$ cat config.mk
export PLATFORM = sky130hd
export DESIGN_NAME = rv_core
export DESIGN_NICKNAME = d
export VERILOG_FILES = /design/src/hdl/core_pkg.sv /design/src/hdl/pipe_if.sv /design/src/hdl/rv_core.sv /design/src/hdl/memory_stage.sv /design/src/hdl/execute_stage.sv /design/src/hdl/decode_stage.sv /design/src/hdl/fetch_stage.sv
export VERILOG_INCLUDE_DIRS = /design/src /design/src/hdl
export SDC_FILE = /design/constraint.sdc
export NUM_CORES = 2
export LEC_CHECK = 0
export ABC_CLOCK_PERIOD_IN_PS = 8800
export BUFFER_PORTS_ARGS = -buffer_cell sky130_fd_sc_hd__buf_2
export CAP_MARGIN = 30
export CORE_MARGIN = 8
export CORE_UTILIZATION = 57
export CTS_CLUSTER_DIAMETER = 40
export DETAILED_ROUTE_END_ITERATION = 10
export HOLD_SLACK_MARGIN = 0.1
export PLACE_DENSITY_LB_ADDON = 0.05
export SKIP_CTS_REPAIR_TIMING = 1
export SLEW_MARGIN = 20
export SYNTH_ARGS = -nofsm -noshare
export SYNTH_HDL_FRONTEND = slang
export SYNTH_HIERARCHICAL = 1
export SYNTH_SLANG_ARGS = --single-unit
$ cat constraint.sdc
create_clock -name clk -period 8.8 [get_ports clk]
set_input_delay 2.64 -clock clk [delete_from_list [all_inputs] [get_ports clk]]
set_output_delay 2.64 -clock clk [all_outputs]
set_load 0.01 [all_outputs]
$ cat src/hdl/core_defs.svh
`ifndef CORE_DEFS_SVH
`define CORE_DEFS_SVH

// datapath and register file sizes
`define XLEN        32
`define REG_ADDR_W  5
`define NUM_REGS    32

// first fetch address out of reset
`define CORE_RESET_PC 32'h0000_0000

// addi x0, x0, 0
`define NOP_INST    32'h0000_0013

// major opcodes, inst[6:0]
`define OP_R        7'b0110011
`define OP_IMM      7'b0010011
`define OP_LOAD     7'b0000011
`define OP_STORE    7'b0100011
`define OP_BRANCH   7'b1100011
`define OP_JAL      7'b1101111

// branch conditions
`define F3_BEQ      3'b000
`define F3_BNE      3'b001
`define F3_BLT      3'b100
`define F3_BGE      3'b101
`define F3_BLTU     3'b110
`define F3_BGEU     3'b111

// alu operations, shared by r-type and immediate forms
`define F3_ADD_SUB  3'b000
`define F3_SLL      3'b001
`define F3_SLT      3'b010
`define F3_SLTU     3'b011
`define F3_XOR      3'b100
`define F3_SR       3'b101
`define F3_OR       3'b110
`define F3_AND      3'b111

// funct7 bit index for sub and sra
`define F7_ALT      5

`endif
$ cat src/hdl/core_pkg.sv
`default_nettype none
`include "core_defs.svh"

package core_pkg;

    // one instruction word seen two ways
    // s, b and j immediates are rebuilt from the r_fmt fields
    typedef union packed {
        // register-register layout
        struct packed {
            logic [6:0]             funct7;
            logic [`REG_ADDR_W-1:0] rs2;
            logic [`REG_ADDR_W-1:0] rs1;
            logic [2:0]             funct3;
            logic [`REG_ADDR_W-1:0] rd;
            logic [6:0]             opcode;
        } r_fmt;
        // alu immediate and load layout
        struct packed {
            logic [11:0]            imm12;
            logic [`REG_ADDR_W-1:0] rs1;
            logic [2:0]             funct3;
            logic [`REG_ADDR_W-1:0] rd;
            logic [6:0]             opcode;
        } i_fmt;
    } inst_t;

endpackage

`default_nettype wire

$ cat src/hdl/pipe_if.sv
`timescale 1ns/1ps
`default_nettype none
`include "core_defs.svh"

//////////////////////////////
// id/ex register contents
//////////////////////////////

interface decode_exec_if;
    logic             valid;
    logic [`XLEN-1:0] pc;
    core_pkg::inst_t  inst;
    // already sign extended per format
    logic [`XLEN-1:0] imm;
    logic [`XLEN-1:0] rs1_data;
    logic [`XLEN-1:0] rs2_data;
    logic             reg_write;
    logic             is_load;

    // decode owns the register
    modport stage (
        output valid, pc, inst, imm, rs1_data, rs2_data, reg_write, is_load
    );
    // execute only looks
    modport exec (
        input valid, pc, inst, imm, rs1_data, rs2_data, reg_write, is_load
    );
endinterface

//////////////////////////////
// ex/mem register contents
//////////////////////////////

interface exec_mem_if;
    logic                   valid;
    logic [`REG_ADDR_W-1:0] rd;
    logic                   reg_write;
    logic                   is_load;
    logic                   is_store;
    // alu result or link address
    logic [`XLEN-1:0]       result;
    logic [`XLEN-1:0]       store_data;

    modport stage (
        output valid, rd, reg_write, is_load, is_store, result, store_data
    );
    modport mem (
        input valid, rd, reg_write, is_load, is_store, result, store_data
    );
endinterface

`default_nettype wire

$ cat src/hdl/rv_core.sv
`timescale 1ns/1ps
`default_nettype none
`include "core_defs.svh"

module rv_core (
    input  logic             clk,
    input  logic             reset,
    // instruction rom, one cycle read
    output logic             imem_req,
    output logic [`XLEN-1:0] imem_addr,
    input  logic [`XLEN-1:0] imem_data,
    // data ram, one cycle read
    output logic             dmem_read,
    output logic             dmem_write,
    output logic [`XLEN-1:0] dmem_addr,
    output logic [`XLEN-1:0] dmem_wdata,
    input  logic [`XLEN-1:0] dmem_rdata
);

    // stage to stage
    logic                   stall;
    logic                   redirect;
    logic [`XLEN-1:0]       redirect_pc;
    logic [`XLEN-1:0]       fetch_pc;
    logic                   fetch_valid;
    // writeback, to register file and forwarding
    logic                   wb_en;
    logic [`REG_ADDR_W-1:0] wb_rd;
    logic [`XLEN-1:0]       wb_data;

    decode_exec_if de_if ();
    exec_mem_if    em_if ();

    fetch_stage u_fetch (
        .clk         (clk),
        .reset       (reset),
        .stall       (stall),
        .redirect    (redirect),
        .redirect_pc (redirect_pc),
        .imem_req    (imem_req),
        .imem_addr   (imem_addr),
        .fetch_pc    (fetch_pc),
        .fetch_valid (fetch_valid)
    );

    decode_stage u_decode (
        .clk         (clk),
        .reset       (reset),
        .imem_data   (imem_data),
        .fetch_pc    (fetch_pc),
        .fetch_valid (fetch_valid),
        .redirect    (redirect),
        .wb_en       (wb_en),
        .wb_rd       (wb_rd),
        .wb_data     (wb_data),
        .stall       (stall),
        .de          (de_if.stage)
    );

    execute_stage u_execute (
        .clk         (clk),
        .reset       (reset),
        .de          (de_if.exec),
        .wb_en       (wb_en),
        .wb_rd       (wb_rd),
        .wb_data     (wb_data),
        .redirect    (redirect),
        .redirect_pc (redirect_pc),
        .em          (em_if.stage)
    );

    memory_stage u_memory (
        .clk         (clk),
        .reset       (reset),
        .em          (em_if.mem),
        .dmem_read   (dmem_read),
        .dmem_write  (dmem_write),
        .dmem_addr   (dmem_addr),
        .dmem_wdata  (dmem_wdata),
        .dmem_rdata  (dmem_rdata),
        .wb_en       (wb_en),
        .wb_rd       (wb_rd),
        .wb_data     (wb_data)
    );

endmodule

`default_nettype wire

$ cat src/hdl/memory_stage.sv
`timescale 1ns/1ps
`default_nettype none
`include "core_defs.svh"

module memory_stage (
    input  logic                   clk,
    input  logic                   reset,
    exec_mem_if.mem                em,
    output logic                   dmem_read,
    output logic                   dmem_write,
    output logic [`XLEN-1:0]       dmem_addr,
    output logic [`XLEN-1:0]       dmem_wdata,
    input  logic [`XLEN-1:0]       dmem_rdata,
    output logic                   wb_en,
    output logic [`REG_ADDR_W-1:0] wb_rd,
    output logic [`XLEN-1:0]       wb_data
);

    // request straight from ex/mem, word wide
    assign dmem_read  = em.valid && em.is_load;
    assign dmem_write = em.valid && em.is_store;
    assign dmem_addr  = em.result;
    assign dmem_wdata = em.store_data;

    //////////////////////////////
    // mem/wb register
    //////////////////////////////

    logic                   mw_reg_write;
    logic                   mw_is_load;
    logic [`REG_ADDR_W-1:0] mw_rd;
    logic [`XLEN-1:0]       mw_result;

    always_ff @(posedge clk) begin
        if (reset) begin
            mw_reg_write <= 1'b0;
            mw_is_load   <= 1'b0;
        end else begin
            mw_reg_write <= em.valid && em.reg_write;
            mw_is_load   <= dmem_read;
        end
    end

    always_ff @(posedge clk) begin
        mw_rd     <= em.rd;
        mw_result <= em.result;
    end

    // read data arrives while the load sits here
    assign wb_en   = mw_reg_write;
    assign wb_rd   = mw_rd;
    assign wb_data = mw_is_load ? dmem_rdata : mw_result;

    // load and store flags come from separate decode paths
    assert property (@(posedge clk) disable iff (reset)
        !(dmem_read && dmem_write))
        else $error("data memory read and write in one cycle");

endmodule

`default_nettype wire

$ cat src/hdl/execute_stage.sv
`timescale 1ns/1ps
`default_nettype none
`include "core_defs.svh"

module execute_stage (
    input  logic                   clk,
    input  logic                   reset,
    decode_exec_if.exec            de,
    input  logic                   wb_en,
    input  logic [`REG_ADDR_W-1:0] wb_rd,
    input  logic [`XLEN-1:0]       wb_data,
    output logic                   redirect,
    output logic [`XLEN-1:0]       redirect_pc,
    exec_mem_if.stage              em
);

    logic [6:0]             opcode;
    logic [2:0]             funct3;
    logic                   alt;
    logic [`REG_ADDR_W-1:0] rs1;
    logic [`REG_ADDR_W-1:0] rs2;

    assign opcode = de.inst.r_fmt.opcode;
    assign funct3 = de.inst.r_fmt.funct3;
    assign alt    = de.inst.r_fmt.funct7[`F7_ALT];
    assign rs1    = de.inst.r_fmt.rs1;
    assign rs2    = de.inst.r_fmt.rs2;

    //////////////////////////////
    // operand forwarding
    //////////////////////////////

    logic             ex_fwd;
    logic             wb_fwd;
    logic [`XLEN-1:0] op_a;
    logic [`XLEN-1:0] op_b;

    // load data is not ready in ex/mem, the stall covers it
    assign ex_fwd = em.valid && em.reg_write && !em.is_load && (em.rd != '0);
    assign wb_fwd = wb_en && (wb_rd != '0);

    // youngest producer first
    assign op_a = (ex_fwd && em.rd == rs1) ? em.result :
                  (wb_fwd && wb_rd == rs1) ? wb_data : de.rs1_data;
    assign op_b = (ex_fwd && em.rd == rs2) ? em.result :
                  (wb_fwd && wb_rd == rs2) ? wb_data : de.rs2_data;

    //////////////////////////////
    // alu
    //////////////////////////////

    logic [`XLEN-1:0] alu_b;
    logic [4:0]       shamt;
    logic [`XLEN-1:0] alu_y;

    // immediate for everything but r-type
    assign alu_b = (opcode == `OP_R) ? op_b : de.imm;
    assign shamt = alu_b[4:0];

    always_comb begin
        // address add for loads and stores
        alu_y = op_a + alu_b;
        if (opcode == `OP_R || opcode == `OP_IMM) begin
            case (funct3)
                // no subi, alt only in r-type
                `F3_ADD_SUB: alu_y = (opcode == `OP_R && alt) ? op_a - alu_b : op_a + alu_b;
                `F3_SLL:     alu_y = op_a << shamt;
                `F3_SLT:     alu_y = `XLEN'($signed(op_a) < $signed(alu_b));
                `F3_SLTU:    alu_y = `XLEN'(op_a < alu_b);
                `F3_XOR:     alu_y = op_a ^ alu_b;
                // srai keeps alt in the imm field
                `F3_SR:      alu_y = alt ? $unsigned($signed(op_a) >>> shamt) : op_a >> shamt;
                `F3_OR:      alu_y = op_a | alu_b;
                default:     alu_y = op_a & alu_b;
            endcase
        end
    end

    //////////////////////////////
    // branch resolution
    //////////////////////////////

    logic cond;
    logic is_jal;

    always_comb begin
        case (funct3)
            `F3_BEQ:  cond = (op_a == op_b);
            `F3_BNE:  cond = (op_a != op_b);
            `F3_BLT:  cond = ($signed(op_a) < $signed(op_b));
            `F3_BGE:  cond = ($signed(op_a) >= $signed(op_b));
            `F3_BLTU: cond = (op_a < op_b);
            `F3_BGEU: cond = (op_a >= op_b);
            default:  cond = 1'b0;
        endcase
    end

    assign is_jal = (opcode == `OP_JAL);
    // predicted not taken, any taken flow redirects
    assign redirect    = de.valid && (is_jal || (opcode == `OP_BRANCH && cond));
    assign redirect_pc = de.pc + de.imm;

    //////////////////////////////
    // ex/mem register
    //////////////////////////////

    always_ff @(posedge clk) begin
        if (reset) begin
            em.valid     <= 1'b0;
            em.reg_write <= 1'b0;
            em.is_load   <= 1'b0;
            em.is_store  <= 1'b0;
        end else begin
            em.valid     <= de.valid;
            em.reg_write <= de.reg_write;
            em.is_load   <= de.is_load;
            em.is_store  <= de.valid && (opcode == `OP_STORE);
        end
    end

    // jal links pc+4
    always_ff @(posedge clk) begin
        em.rd         <= de.inst.r_fmt.rd;
        em.result     <= is_jal ? de.pc + `XLEN'd4 : alu_y;
        em.store_data <= op_b;
    end

    // decode must drop the slot behind a taken branch
    assert property (@(posedge clk) disable iff (reset)
        redirect |=> !de.valid)
        else $error("instruction after redirect not squashed");

endmodule

`default_nettype wire

$ cat src/hdl/decode_stage.sv
`timescale 1ns/1ps
`default_nettype none
`include "core_defs.svh"

module decode_stage (
    input  logic                   clk,
    input  logic                   reset,
    input  logic [`XLEN-1:0]       imem_data,
    input  logic [`XLEN-1:0]       fetch_pc,
    input  logic                   fetch_valid,
    input  logic                   redirect,
    input  logic                   wb_en,
    input  logic [`REG_ADDR_W-1:0] wb_rd,
    input  logic [`XLEN-1:0]       wb_data,
    output logic                   stall,
    decode_exec_if.stage           de
);

    //////////////////////////////
    // if/id register
    //////////////////////////////

    logic             ifid_valid;
    logic [`XLEN-1:0] ifid_pc;
    core_pkg::inst_t  ifid_inst;

    // redirect kills the wrong-path slot
    always_ff @(posedge clk) begin
        if (reset || redirect) begin
            ifid_valid <= 1'b0;
        end else if (!stall) begin
            ifid_valid <= fetch_valid;
        end
    end

    // empty slots decode as nop
    always_ff @(posedge clk) begin
        if (!stall) begin
            ifid_pc   <= fetch_pc;
            ifid_inst <= fetch_valid ? imem_data : `NOP_INST;
        end
    end

    //////////////////////////////
    // register file
    //////////////////////////////

    logic [`XLEN-1:0]       regs [`NUM_REGS];
    logic [`REG_ADDR_W-1:0] rs1;
    logic [`REG_ADDR_W-1:0] rs2;
    logic [`XLEN-1:0]       rs1_data;
    logic [`XLEN-1:0]       rs2_data;
    logic                   rf_we;

    assign rs1   = ifid_inst.r_fmt.rs1;
    assign rs2   = ifid_inst.r_fmt.rs2;
    // x0 never stored
    assign rf_we = wb_en && (wb_rd != '0);

    always_ff @(posedge clk) begin
        if (rf_we) begin
            regs[wb_rd] <= wb_data;
        end
    end

    // same-cycle write visible to the reader
    assign rs1_data = (rs1 == '0) ? '0 : (rf_we && wb_rd == rs1) ? wb_data : regs[rs1];
    assign rs2_data = (rs2 == '0) ? '0 : (rf_we && wb_rd == rs2) ? wb_data : regs[rs2];

    //////////////////////////////
    // decode and hazard
    //////////////////////////////

    logic [6:0]             opcode;
    logic [`XLEN-1:0]       imm;
    logic                   writes_rd;
    logic                   uses_rs1;
    logic                   uses_rs2;
    logic [`REG_ADDR_W-1:0] load_rd;

    assign opcode = ifid_inst.r_fmt.opcode;

    always_comb begin
        writes_rd = 1'b0;
        imm       = '0;
        case (opcode)
            `OP_R: writes_rd = 1'b1;
            `OP_IMM, `OP_LOAD: begin
                writes_rd = 1'b1;
                imm = {{20{ifid_inst.i_fmt.imm12[11]}}, ifid_inst.i_fmt.imm12};
            end
            // s-type, imm split over funct7 and rd
            `OP_STORE: imm = {{20{ifid_inst.r_fmt.funct7[6]}}, ifid_inst.r_fmt.funct7,
                              ifid_inst.r_fmt.rd};
            // b-type, bit 11 sits in rd[0]
            `OP_BRANCH: imm = {{19{ifid_inst.r_fmt.funct7[6]}}, ifid_inst.r_fmt.funct7[6],
                               ifid_inst.r_fmt.rd[0], ifid_inst.r_fmt.funct7[5:0],
                               ifid_inst.r_fmt.rd[4:1], 1'b0};
            // j-type, bits 19:12 are rs1 and funct3
            `OP_JAL: begin
                writes_rd = 1'b1;
                imm = {{11{ifid_inst.r_fmt.funct7[6]}}, ifid_inst.r_fmt.funct7[6],
                       ifid_inst.r_fmt.rs1, ifid_inst.r_fmt.funct3, ifid_inst.r_fmt.rs2[0],
                       ifid_inst.r_fmt.funct7[5:0], ifid_inst.r_fmt.rs2[4:1], 1'b0};
            end
            default: writes_rd = 1'b0;
        endcase
    end

    // only real source fields count for the hazard
    assign uses_rs1 = (opcode != `OP_JAL);
    assign uses_rs2 = (opcode == `OP_R) || (opcode == `OP_STORE) || (opcode == `OP_BRANCH);

    // load in id/ex feeding the slot in if/id
    assign load_rd = de.inst.r_fmt.rd;
    assign stall   = de.valid && de.is_load && (load_rd != '0) && ifid_valid &&
                     ((uses_rs1 && load_rd == rs1) || (uses_rs2 && load_rd == rs2));

    //////////////////////////////
    // id/ex register
    //////////////////////////////

    always_ff @(posedge clk) begin
        if (reset || redirect || stall) begin
            de.valid     <= 1'b0;
            de.reg_write <= 1'b0;
            de.is_load   <= 1'b0;
        end else begin
            de.valid     <= ifid_valid;
            de.reg_write <= ifid_valid && writes_rd;
            de.is_load   <= ifid_valid && (opcode == `OP_LOAD);
        end
    end

    always_ff @(posedge clk) begin
        de.pc       <= ifid_pc;
        de.inst     <= ifid_inst;
        de.imm      <= imm;
        de.rs1_data <= rs1_data;
        de.rs2_data <= rs2_data;
    end

endmodule

`default_nettype wire

$ cat src/hdl/fetch_stage.sv
`timescale 1ns/1ps
`default_nettype none
`include "core_defs.svh"

module fetch_stage (
    input  logic             clk,
    input  logic             reset,
    input  logic             stall,
    input  logic             redirect,
    input  logic [`XLEN-1:0] redirect_pc,
    output logic             imem_req,
    output logic [`XLEN-1:0] imem_addr,
    output logic [`XLEN-1:0] fetch_pc,
    output logic             fetch_valid
);

    // pc is being requested, prev_pc is the word on imem_data
    logic [`XLEN-1:0] pc;
    logic [`XLEN-1:0] prev_pc;
    logic [`XLEN-1:0] next_pc;
    // request last cycle, not squashed
    logic             in_flight;

    // redirect first, then hold, else sequential
    always_comb begin
        if (redirect) begin
            next_pc = redirect_pc;
        end else if (stall) begin
            next_pc = pc;
        end else begin
            next_pc = pc + `XLEN'd4;
        end
    end

    always_ff @(posedge clk) begin
        if (reset) begin
            pc <= `CORE_RESET_PC;
        end else begin
            pc <= next_pc;
        end
    end

    // one behind pc, frozen with the stalled slot
    always_ff @(posedge clk) begin
        if (!stall) begin
            prev_pc <= pc;
        end
    end

    always_ff @(posedge clk) begin
        if (reset) begin
            in_flight <= 1'b0;
        end else begin
            in_flight <= imem_req;
        end
    end

    // no fetch in reset
    // a word asked for during redirect is wrong path
    assign imem_req    = !reset && !redirect;
    // word arriving under stall is dropped by decode, ask again
    assign imem_addr   = stall ? prev_pc : pc;
    assign fetch_pc    = prev_pc;
    assign fetch_valid = in_flight;

    // targets computed in execute must land on a word
    assert property (@(posedge clk) disable iff (reset)
        redirect |-> (redirect_pc[1:0] == 2'b00))
        else $error("redirect target not word aligned");

endmodule

`default_nettype wire

; Yosys cells after proc, flatten, opt, wreduce, memory -nomap -nowiden
; Memory sizes are Yosys's and may differ from the RTL's. A register that Yosys moved wholly into a read port is not among the register bits.
; Index checks and enable logic that the tools add are counted.
[op_classes]
mul = 0
mux = 19
reduce_logical = 41
n_div = 0
order_cmp = 6
n_bitwise = 3
eq_ne = 28
shifts = 3
n_addsub = 5
[ops]
columns = operator, n
row1 = two-way mux 32 bit, 13
row2 = case mux 32 bit (7 select lines), 1
row3 = less-than comparator 32 bit, 4
row4 = case mux 32 bit (4 select lines), 1
row5 = adder 32 x 3 -> 32 bit (second input constant), 2
row6 = adder 32 bit, 2
row7 = >= comparator 32 bit, 2
row8 = AND 32 bit, 1
row9 = == test 32 bit, 1
row10 = != test 32 bit, 1
row11 = bitwise OR 32 bit, 1
row12 = left shift 32 x 5 -> 32 bit, 1
row13 = >> shifter 32 x 5 -> 32 bit, 1
row14 = >>> shifter 32 x 5 -> 32 bit, 1
row15 = subtractor 32 bit, 1
row16 = XOR 32 bit, 1
row17 = == test 5 bit, 6
row18 = == test 7 x 6 -> 1 bit (second input constant), 4
row19 = == test 7 bit (second input constant), 4
row20 = logical AND 1 bit, 23
row21 = nonzero test 5 bit, 3
row22 = == test 7 x 5 -> 1 bit (second input constant), 2
row23 = == test 3 bit (second input constant), 4
row24 = logical NOT 5 bit, 2
row25 = other kinds (12), 23
[word_totals]
register_bits = 340
mem_count = 1
ram_bits = 1024
latch_bits = 0
word_cells = 129
output_inout_bits = 99
inputBits = 66
romBits = 0
[memory_table]
columns = memory, depth, word_bits, read_ports, rd_clocked_by_memory_dff, write_ports, line
row1 = u_decode.regs, 32, 32, 2, 2, 1, decode_stage.sv:48  ; logic [`XLEN-1:0] regs [`NUM_REGS];

; Longest topological paths before layout
[depth]
depth_word = 12
depth_mapped = 27
mapped_depth_nobuf = 22

; Cells and area by module
; The synthesis kept the hierarchy.
[modules_own_cells]
columns = mod, cells_per_inst, n_inst, seq_area_each_um2, area_per_inst_um2
row1 = decode_stage, 2746, 1, 35734.3, 53742.8
row2 = execute_stage, 2314, 1, 1461.4, 16089.2
row3 = fetch_stage, 321, 1, 1301.2, 2940.3
row4 = memory_stage, 143, 1, 780.7, 1835.5

; Worst setup path after synthesis
; OpenSTA, ideal clock, no wires.
[synth_path]
path_kind = input-to-output
start = input dmem_rdata[31]
end = output imem_req
t_required_ps = 6160
path_stages = 17
path_buffers = 3
arrival_time_ps = 6443
slack_ps = -283
cell_sequence = mux2_4 -> and3_1 -> o31a_1 -> clkbuf_1 -> ha_1 -> nand4_1 -> nor4_1 -> inv_1 -> nor2_1 -> and4b_1 -> a211oi_2 -> and3_1 -> o41ai_1 -> a22o_1 -> clkbuf_1 -> buf_1 -> nor2_1
[synth_between]
elab_chain_len = 10
word_cells_on_any_way = 17
cone_classes = order compare (4) / eq/ne (2) / mux (6) / reduce/logical (5)
[synth_rtl]
columns = item, line
row1 = "start, declared", rv_core.sv:17  ; input logic [`XLEN-1:0] dmem_rdata
row2 = two-way mux 32 bit (*), memory_stage.sv:52  ; assign wb_data = mw_is_load ? dmem_rdata : mw_result;
row3 = two-way mux 32 bit (on tied branches), "execute_stage.sv:44, execute_stage.sv:46"
row4 = two-way mux 32 bit (on tied branches), "execute_stage.sv:43, execute_stage.sv:45"
row5 = ">= comparator 32 bit, or another cell as far along", execute_stage.sv:93  ; `F3_BGEU: cond = (op_a >= op_b);
row6 = case mux 1 bit (6 select lines) (*), execute_stage.sv:87  ; case (funct3)
row7 = logical AND 1 bit (*), execute_stage.sv:100  ; assign redirect = de.valid && (is_jal || (opcode == `OP_BRANCH && cond));
row8 = logical OR 1 bit (*), execute_stage.sv:100
row9 = logical AND 1 bit (*), execute_stage.sv:100
row10 = net redirect, rv_core.sv:22  ; logic redirect;
row11 = logical NOT 1 bit (*), fetch_stage.sv:60  ; assign imem_req = !reset && !redirect;
row12 = logical AND 1 bit (*), fetch_stage.sv:60
row13 = "end, declared", rv_core.sv:9  ; output logic imem_req,
; The timed path passes the listed nets; every way through them passes the cells marked *.

; Final worst setup path
[layout_path]
start = input dmem_rdata[31]
end = output imem_req
[layout_between]
elab_chain_len = 10
word_cells_on_any_way = 17
cone_classes = order compare (4) / eq/ne (2) / mux (6) / reduce/logical (5)
[layout_rtl]
columns = item, line
row1 = two-way mux 32 bit (*), memory_stage.sv:52
row2 = net wb_data[31], rv_core.sv:29  ; logic [`XLEN-1:0] wb_data;
row3 = two-way mux 32 bit (on tied branches), "execute_stage.sv:44, execute_stage.sv:46"
row4 = two-way mux 32 bit (on tied branches), "execute_stage.sv:43, execute_stage.sv:45"
row5 = ">= comparator 32 bit, or another cell as far along", execute_stage.sv:93
row6 = case mux 1 bit (6 select lines) (*), execute_stage.sv:87
row7 = logical AND 1 bit (*), execute_stage.sv:100
row8 = logical OR 1 bit (*), execute_stage.sv:100
row9 = logical AND 1 bit (*), execute_stage.sv:100
row10 = net redirect, rv_core.sv:22
row11 = logical NOT 1 bit (*), fetch_stage.sv:60
row12 = logical AND 1 bit (*), fetch_stage.sv:60
; Marks and branches as above.

==> out/results.ini <==
[sta]
min_period_over_period_pct=99.5
setup_ws_ns=0.0408
max_freq_ghz=0.114
hold_violations=0
tightest_slew_ns=1.10
maxSlewHeadroom_pct=26.2
finalSetupTns_ns=0
min_period_ns=8.76
rsz0062_at_grt=true
setup_violations=0
whs_ns=0.336
finalClockSkew_ns=0.0843
slew_viol_final=0

[critical_path]
path_class=input port to primary output
crit_path_max_fanout=5
path_depth=16
critPathRequiredTime_ns=6.16
slowest_delay_ns=0.42
endpoint_kind=primary output
critPathTopFamily=simple AND/OR/NAND/NOR gates
crit_path_frequent_cell=and3_1
crit_arrival_ns=6.12
cp_cell_sequence=buf_2 -> mux2_4 -> and3_1 -> o31a_1 -> ha_1 -> nand4_1 -> nor4_4 -> inv_1 -> nor2_1 -> and4b_1 -> a211oi_4 -> and3_1 -> o41ai_1 -> a22o_2 -> nor2_4 -> buf_6
slowest_stage=nor4_4
crit_buf_inv=3
start_kind=input port
rr_worst_depth=22

[route]
vias=54080
first_pass_iters=8
wirelength_mm=274
dr_wl_met2_mm=125
first_iter_violations=7347
antenna_left=0
drc=0
wl_met3_mm=30.5
post_drt_wl_per_cell_um=36.1
top_layer_used=met5
wl_met1_mm=97.4
vias_per_cell=7.13

[global_route]
antenna_found_initial=11
grt_pass1_wl_mm=385
grt_usage_pct=37.7
overflow=0
grt_max_degree=112
grt_pass1_vias=52672

[logic_synthesis]
netlist_area_sq_um=74500
syn-instance-count=5518
ys_warn_count=6
postSynthAreaPerCell_sq_um=13.5

[cts]
clockBufferDepth=3
numCtsBuffers=183
root_buffer=clkbuf_16
insertion_delay_ns=0.83
cts.reportedPaths.clkPinSlew_ns=0.06
clkSinkCount=1412
htree_num_levels=4
cts_tree=built

[floorplan]
start_util_pct=57.5
num_io_pins=165
fp.dieH_um=377
rows=132
core_sq_um=130000
die_x_um=377
die_area_sq_um=143000

[status]
status=finished clean

[placement]
port_buffers=164
dp_slack_ns=-0.277
dp.cells=7236
gp_congestion=1.05
hpwl_mm=180

[hold_path]
hold_path_depth=0
holdCritPathClass=flop to flop

[final_layout]
fin_cells=7587
nFillCells=9552
layout.nets=5914
drive_above_1_share_pct=25.6
area_delta_synth_final_pct=12.8

[power_and_ir_drop]
leakagePower_nw=29.5
p_per_area_nw_per_um2=227
ir_drop_v=0.000220

[run]
maxCapViolCount=0

## where the power goes
| group | internal (W) | switching [W] | total (W) | leakage (nW) |
|---|---|---|---|---|
| Sequential | 0.00776 | 0.000215 | 0.00798 | 12.7 |
| Clock | 0.00470 | 0.00310 | 0.00780 | 3.14 |
| Combinational | 0.00111 | 0.00222 | 0.00333 | 13.7 |
| Total | 0.0136 | 0.00553 | 0.0191 | 29.5 |
## final cells by class
| type | instances | area (sq um) | share of cell area [%] |
|---|---|---|---|
| flip-flops and latches | 1412 | 39200 | 46.6 |
| multi-input cells | 3509 | 32600 | 38.8 |
| clock buffers | 216 | 4840 | 5.76 |
| repair buffers | 424 | 2990 | 3.56 |
| well taps | 1742 | 2180 | 2.59 |
| clock inverters | 125 | 1630 | 1.93 |
| inverters | 155 | 592 | 0.704 |
| diodes | 4 | 10.0 | 0.0119 |
## worst paths after layout
kind              slack (ns)                       to                  from
hold reg to reg         0.34       u_decode/de.pc[13]  u_decode/ifid_pc[13]
hold / removal          0.34       u_decode/de.pc[13]  u_decode/ifid_pc[13]
setup reg to reg        1.95  u_execute/em.result[27]     u_memory/wb_rd[2]
setup / recovery        0.04                 imem_req        dmem_rdata[31]
## state kept, by name, indices dropped and copies added, names as in the netlist, 5 cells and up
name / flops
u_memory/wb_rd: 5
u_execute/em.store_data: 32
u_decode/regs: 1024
u_decode/de.rs1_data: 32
u_decode/de.rs2_data: 32
u_execute/em.rd: 5
u_fetch/pc: 32
u_decode/ifid_pc: 32
u_decode/de.imm: 21
u_execute/em.result: 32
u_memory/mw_result: 32
u_decode/ifid_inst: 32
u_decode/de.inst: 26
u_decode/de.pc: 32
u_fetch/fetch_pc: 32
## cell usage in the layout (no fill, tap or decap), types with 33 or more instances in the layout
cell	count
and2_1	48
a31oi_1	49
a211oi_1	96
buf_4	244
o22ai_1	184
inv_1	143
dfxtp_1	323
nand3_1	65
a21o_1	53
edfxtp_1	1088
nor2_4	33
mux4_2	511
xor2_1	38
mux2_2	66
clkbuf_16	187
nand4_1	37
o31ai_1	52
and3_1	34
a21oi_1	209
o21ai_0	227
ha_1	160
mux2i_1	267
nor3_1	84
nand2_1	275
o211ai_1	33
buf_2	162
xnor2_1	114
o21a_1	37
nor2_1	303
## metal layers
layer / vias up / global-route usage [%]
met5: - / 0
li1: 22075 / -
met1: 27333 / 47.1
met4: 4 / 23.1
met3: 909 / 9.73
met2: 3759 / 59.0
## metrics by stage
stage | utilization, % | power (W) | area, sq um
6_report | 64.8 | 0.0191 | 84000
3_3_place_gp | 59.6 | 0.0113 | 77300
3_5_place_dp | 59.7 | 0.0113 | 77400
2_1_floorplan | - | 0.0100 | 74600
5_1_grt | 64.8 | 0.0196 | 84000
4_1_cts | 64.7 | 0.0190 | 83900
(Power assumes the default switching activity.)
